$ cat config.mk
export PLATFORM = sky130hd
export DESIGN_NAME = batchDispatcher
export DESIGN_NICKNAME = d
export VERILOG_FILES = /design/src/logic/permuterPkg.sv /design/src/logic/batchDispatcher.sv /design/src/logic/syncFifo.sv
export VERILOG_INCLUDE_DIRS = /design/src /design/src/logic
export SDC_FILE = /design/constraint.sdc
export NUM_CORES = 1
export LEC_CHECK = 0
export BUFFER_PORTS_ARGS = -buffer_cell sky130_fd_sc_hd__buf_2
export CAP_MARGIN = 40
export CORE_MARGIN = 2
export CORE_UTILIZATION = 55
export DETAILED_ROUTE_END_ITERATION = 8
export PLACE_DENSITY = 0.73
export SYNTH_ARGS = -nofsm -noshare
export SYNTH_HDL_FRONTEND = slang
export SYNTH_SLANG_ARGS = --single-unit
export TNS_END_PERCENT = 5
$ cat constraint.sdc
create_clock -name clk -period 9.3 [get_ports clk]
set_clock_uncertainty 0.2 [all_clocks]
set_input_delay 0.93 -clock clk [delete_from_list [all_inputs] [get_ports clk]]
set_output_delay 0.93 -clock clk [all_outputs]
set_load 0.1 [all_outputs]
$ cat src/logic/permuter_cfg.svh
`ifndef PERMUTER_CFG_SVH
`define PERMUTER_CFG_SVH

// Producing sources feeding the batch buffers
`define NUM_SOURCES 4

// Per-source batch buffer, 64 items
`define BUFFER_DEPTH_LOG2 6
`define BUFFER_SLOWDOWN_LEVEL 48

// Queue in front of the permutation generator
`define INPUT_FIFO_DEPTH_LOG2 5
`define INPUT_SLOWDOWN_LEVEL 16

// Queue of closed batches (size plus one-hot source)
`define BATCH_FIFO_DEPTH_LOG2 4
`define BATCH_SLOWDOWN_LEVEL 12

// Cycles from read strobe to data on the merged bus
`define BUFFER_READ_LATENCY 1
// Cycles from pop to first permuted bot
`define PERMUTER_LATENCY 2

`endif
$ cat src/logic/permuterPkg.sv
package permuterPkg;

    // Truth table of a 7-input function, index bits 6..4 are A, B, C
    typedef logic [127:0] botT;

    // One bit per permutation of A, B and C, bit 5 is identity
    typedef logic [5:0] permMaskT;

    // Item count of one batch
    typedef logic [5:0] batchSizeT;

    // Encoding equals the mask bit position of each permutation
    typedef enum logic [2:0] {
        PERM_CBA = 3'd0,
        PERM_CAB = 3'd1,
        PERM_BCA = 3'd2,
        PERM_BAC = 3'd3,
        PERM_ACB = 3'd4,
        PERM_ABC = 3'd5
    } permSelE;

    typedef enum logic {
        IDLE = 1'b0,
        EMIT = 1'b1
    } permStateE;

endpackage

$ cat src/logic/batchDispatcher.sv
`timescale 1ns/100ps

`include "permuter_cfg.svh"

module batchDispatcher (
    input  logic                      clk,
    input  logic                      rst,
    input  logic [`NUM_SOURCES-1:0]   batchesDone,
    input  permuterPkg::batchSizeT    batchSizes [`NUM_SOURCES],
    output logic                      batchQueueNearlyFull,
    output logic [`NUM_SOURCES-1:0]   reads,
    input  logic                      permuterSlowDown,
    output logic                      itemWrite,
    output logic                      batchEnd
);

    import permuterPkg::*;

    localparam int entryWidth = $bits(batchSizeT) + `NUM_SOURCES;
    localparam int readLatency = `BUFFER_READ_LATENCY;

    batchSizeT closeSize;
    logic [`BATCH_FIFO_DEPTH_LOG2:0] queueUsedw;
    logic queueEmpty;
    logic [entryWidth-1:0] queueHead;
    batchSizeT headSize;
    logic [`NUM_SOURCES-1:0] headSource;
    batchSizeT remaining;
    logic [`NUM_SOURCES-1:0] activeSource;
    logic batchIdle;
    logic loadBatch;
    logic issueRead;
    logic wasActive;
    logic endPulse;
    logic [readLatency-1:0] readPipe;
    logic [readLatency-1:0] endPipe;

    // Size of whichever source closes this cycle
    always_comb begin
        closeSize = '0;
        for (int i = 0; i < `NUM_SOURCES; i++) begin
            if (batchesDone[i]) begin
                closeSize = batchSizes[i];
            end
        end
    end

    syncFifo #(
        .WIDTH(entryWidth),
        .DEPTH_LOG2(`BATCH_FIFO_DEPTH_LOG2)
    ) batchSizeFifo (
        .clk(clk),
        .rst(rst),
        .writeEnable(|batchesDone),
        .dataIn({closeSize, batchesDone}),
        .readEnable(loadBatch),
        .dataOut(queueHead),
        .empty(queueEmpty),
        .full(),
        .usedw(queueUsedw)
    );

    assign {headSize, headSource} = queueHead;

    assign batchIdle = (remaining == '0);
    assign loadBatch = batchIdle && !queueEmpty && !permuterSlowDown;
    assign issueRead = !batchIdle && !permuterSlowDown;
    assign reads = issueRead ? activeSource : '0;

    // Count just ran out, or an empty batch was loaded last cycle
    assign endPulse = wasActive && batchIdle;

    always_ff @(posedge clk) begin
        if (rst) begin
            remaining <= '0;
            wasActive <= 1'b0;
            readPipe <= '0;
            endPipe <= '0;
            batchQueueNearlyFull <= 1'b0;
        end else begin
            if (loadBatch) begin
                remaining <= headSize;
            end else if (issueRead) begin
                remaining <= remaining - 1'b1;
            end
            wasActive <= !batchIdle || loadBatch;
            readPipe <= readLatency'({readPipe, issueRead});
            endPipe <= readLatency'({endPipe, endPulse});
            batchQueueNearlyFull <= (queueUsedw >= `BATCH_SLOWDOWN_LEVEL);
        end
    end

    always_ff @(posedge clk) begin
        if (loadBatch) begin
            activeSource <= headSource;
        end
    end

    // Strobes line up with the buffer data on the merged bus
    assign itemWrite = readPipe[readLatency-1];
    assign batchEnd = endPipe[readLatency-1];

    // Sources must not close batches in the same cycle
    singleBatchClose: assert property (
        @(posedge clk) disable iff (rst)
        $onehot0(batchesDone)
    );

endmodule

$ cat src/logic/syncFifo.sv
`timescale 1ns/100ps

module syncFifo #(
    parameter int WIDTH = 8,
    parameter int DEPTH_LOG2 = 4
) (
    input  logic                  clk,
    input  logic                  rst,
    input  logic                  writeEnable,
    input  logic [WIDTH-1:0]      dataIn,
    input  logic                  readEnable,
    output logic [WIDTH-1:0]      dataOut,
    output logic                  empty,
    output logic                  full,
    output logic [DEPTH_LOG2:0]   usedw
);

    localparam int depth = 2 ** DEPTH_LOG2;

    logic [WIDTH-1:0] mem [depth];
    logic [DEPTH_LOG2-1:0] writePtr;
    logic [DEPTH_LOG2-1:0] readPtr;

    // Head word is visible before the read strobe
    assign dataOut = mem[readPtr];
    assign empty = (usedw == '0);
    assign full = (usedw == (DEPTH_LOG2 + 1)'(depth));

    always_ff @(posedge clk) begin
        if (writeEnable) begin
            mem[writePtr] <= dataIn;
        end
    end

    always_ff @(posedge clk) begin
        if (rst) begin
            writePtr <= '0;
            readPtr <= '0;
            usedw <= '0;
        end else begin
            writePtr <= writePtr + DEPTH_LOG2'(writeEnable);
            readPtr <= readPtr + DEPTH_LOG2'(readEnable);
            usedw <= usedw + (DEPTH_LOG2 + 1)'(writeEnable)
                           - (DEPTH_LOG2 + 1)'(readEnable);
        end
    end

    // Callers must respect the slow-down levels upstream
    noWriteWhenFull: assert property (
        @(posedge clk) disable iff (rst)
        !(writeEnable && full)
    );

    // Pop only what has been queued
    noReadWhenEmpty: assert property (
        @(posedge clk) disable iff (rst)
        !(readEnable && empty)
    );

endmodule

==> reports/results.ini <==
[placement]
place_inst=639
post-place-ws_ns=5.512
port_buffers=37
gp_congestion=0.7708
dp_hpwl_um=9366

[worst_setup_path]
rr_startpoint=remaining[1]$_SDFFE_PP0P_
reg2reg_to=batchSizeFifo.usedw[4]$_SDFF_PP0_
cp_data_required_time_ns=8.17
worstPathMaxFanout=7
critPathLaunchType=flip-flop
end_kind=output port
ff2ff_path_depth=13
worstPathArrival_ns=2.60
cp-startpoint=remaining[0]$_SDFFE_PP0P_
reg2reg_setup_slack_ns=5.63
crit_type=flip-flop to output port

[synthesis]
ys_types=43
yosys_register_bits=187
synth_top_cell_area_share_pct=64.62
synth_area_um2=7621
yosysTopAreaCell=edfxtp_1
synth_area_per_cell_um2=18.50
syn-instance-count=412
synth_warnings=0
yosysSeqAreaShare_pct=70.66
synth_area_leaders=edfxtp_1 65%, mux4_2 13%, dfxtp_1 6.0%
synth_fp_nets=458

[finish]
drive_gt1_share_pct=29.53
final_common_cell=edfxtp_1
area_growth_syn_to_layout_pct=14.69
fin_nets=524
antenna_cells=0
layout_common_cells=164 x edfxtp_1, 43 x mux4_2, 38 x buf_2, 24 x nor2_1, 23 x buf_4
fin_cells=671

[clock_tree]
clock_sinks=187
cts_tree=yes
post_cts_buffers=0
worstSkewPairLatency_ns=0.43
post_cts_resized=0
ctsHoldBuffers=0
htreeDepth=4
path_clk_slew_ns=0.07
numCtsBuffers=17
clockBufferDepth=2
ctsRootBufferMaster=clkbuf_16

[grt]
grt_pass1_vias=4028
use_met2_pct=37.04
grt_usage_pct=22.57
grt_max_degree=42
met1_usage_pct=29.69
grt_pass1_wl_um=23290
use_met3_pct=5.758
antenna_found_initial=0
grt_overflow=0
busiest_layer=met2

[drt]
via_count=3996
detail_route.vias_per_cell=5.955
detail-route-antenna-nets=0
drtIter0Drc=377
routed_wl_um=15400
drc=0
firstDrtPassIters=4
wire_per_inst_um=22.95

[flow_run]
maxCapViolations=0

[hold_path]
hp-start=wasActive$_SDFF_PP0_
worstHoldPathType=flip-flop to flip-flop
holdPathStages=1
min_to=batchEnd$_SDFF_PP0_

[die]
die_w_um=121.7
die_y_um=121.7
rows=43
dieArea_um2=14810
initial_core_util_pct=55.55
pin_count=38
fp.coreArea_um2=13720

[sta]
finalMaxSlewViolations=0
min_period_ns=3.731
max_freq_mhz=268.1
final-hold-violation-count=0
setup_violations=0
worst_slew_pin_slew_ns=0.9092
setup_slack_ns=5.569
finalSetupTns_ns=0
grt_setup_unrepaired=false
max_slew_margin_pct=38.92
period_share_pct=40.11

[power_and_ir_drop]
p_per_area_nw_per_um2=257.0
peakVddDrop_uv=191.2
p_leak_nw=2.930

[status]
status=completed

-- sequential cells by signal, indices dropped and copies added (netlist names) --
| signal | flops |
|---|---|
| batchSizeFifo.writePtr | 4 |
| batchQueueNearlyFull | 1 |
| batchSizeFifo.mem | 160 |
| batchSizeFifo.usedw | 5 |
| batchEnd | 1 |
| batchSizeFifo.readPtr | 4 |
| activeSource | 4 |
| remaining | 6 |
| itemWrite | 1 |
| wasActive | 1 |
-- cell usage after synthesis (all sizes together) --
library cell	number
mux4	46
nor2b	15
o211a	1
o21a	1
and2	6
fa	1
clkbuf	7
dfxtp	23
mux2	1
inv	11
a31o	1
nand2	10
nor4b	2
a31oi	2
a221oi	7
o2bb2ai	1
edfxtp	164
a21o	2
nor3b	1
ha	14
a211oi	1
buf	10
o31ai	7
xor2	3
or2	1
mux2i	6
nor2	24
a22o	4
nand2b	5
a21oi	8
a221o	1
o21ai	3
nand3	3
or3	3
nor3	11
xnor2	4
nor4	2
-- per-layer routing --
layer  wire length, um  part of all wire [%]  up-vias
met1              6064                    39     2022
li1                  -                     -     1789
met4               322                   2.1        0
met5                 0                     0        -
met2              7894                    51      161
met3              1119                   7.3       24
-- logic make-up (layout without fill, tap and decap cells) --
logic type                 count (synthesis)  in the layout  synth area share [%]
buffers and inverters                     28            107                 1.822
muxes                                     53             53                 14.68
adders and majority gates                 15             15                 2.561
AOI/OAI and AO/OA                         39             39                 3.727
DFF                                      187            187                 70.66
xor gates and xnor gates                   7              7                0.8045
and+or+nand+nor                           83             83                 5.746
-- how the worst max path moves through the flow --
| stage | slack, ns | endpoint | cells after the start |
|---|---|---|---|
| floorplan | 5.95 | batchSizeFifo.usedw[4]$_SDFF_PP0_ | 11 |
| global placement | 5.45 | batchSizeFifo.usedw[4]$_SDFF_PP0_ | 11 |
| detailed placement | 5.51 | batchSizeFifo.usedw[4]$_SDFF_PP0_ | 11 |
| CTS | 5.57 | reads[0] | 6 |
| global route | 5.30 | batchSizeFifo.usedw[4]$_SDFF_PP0_ | 13 |
| finish | 5.57 | reads[0] | 6 |
-- critical path, cell delays in order, from the launching register on --
cell     delay, ns
dfxtp_1       0.40
inv_1         0.08
ha_1          0.22
nor2b_1       0.20
a21oi_1       0.57
and2_1        0.25
buf_2         0.44
-- cell type report --
type | count | area, um^2
fill | 948 | 4979
sequential | 187 | 5388
clock buffer | 17 | 425.4
inverter | 11 | 41.29
clock inverter | 15 | 155.1
tap | 180 | 225.2
timing repair buffer | 64 | 409.1
multi-input combinational | 197 | 2097
-- power by group --
part,internal [W],total [W],switching (W),leakage (nW)
Sequential,0.000978,0.00101,0.0000316,1.68
Clock,0.000378,0.000703,0.000325,0.273
Combinational,0.000234,0.000534,0.000299,0.973
-- stage by stage --
stage                     total power [W]  hold slack [ns]  area (um^2)  utilization, %
after floorplan                  0.001459           0.2398         7621               -
after global placement           0.001548           0.2474         8109           59.11
after detailed placement         0.001565           0.2504         8160           59.48
after CTS                        0.002265           0.2597         8741           63.71
after global routing             0.002345           0.2928         8741           63.71
final                            0.002246           0.2551         8741           63.71
Note: power is estimated with default switching activity, not from simulation.
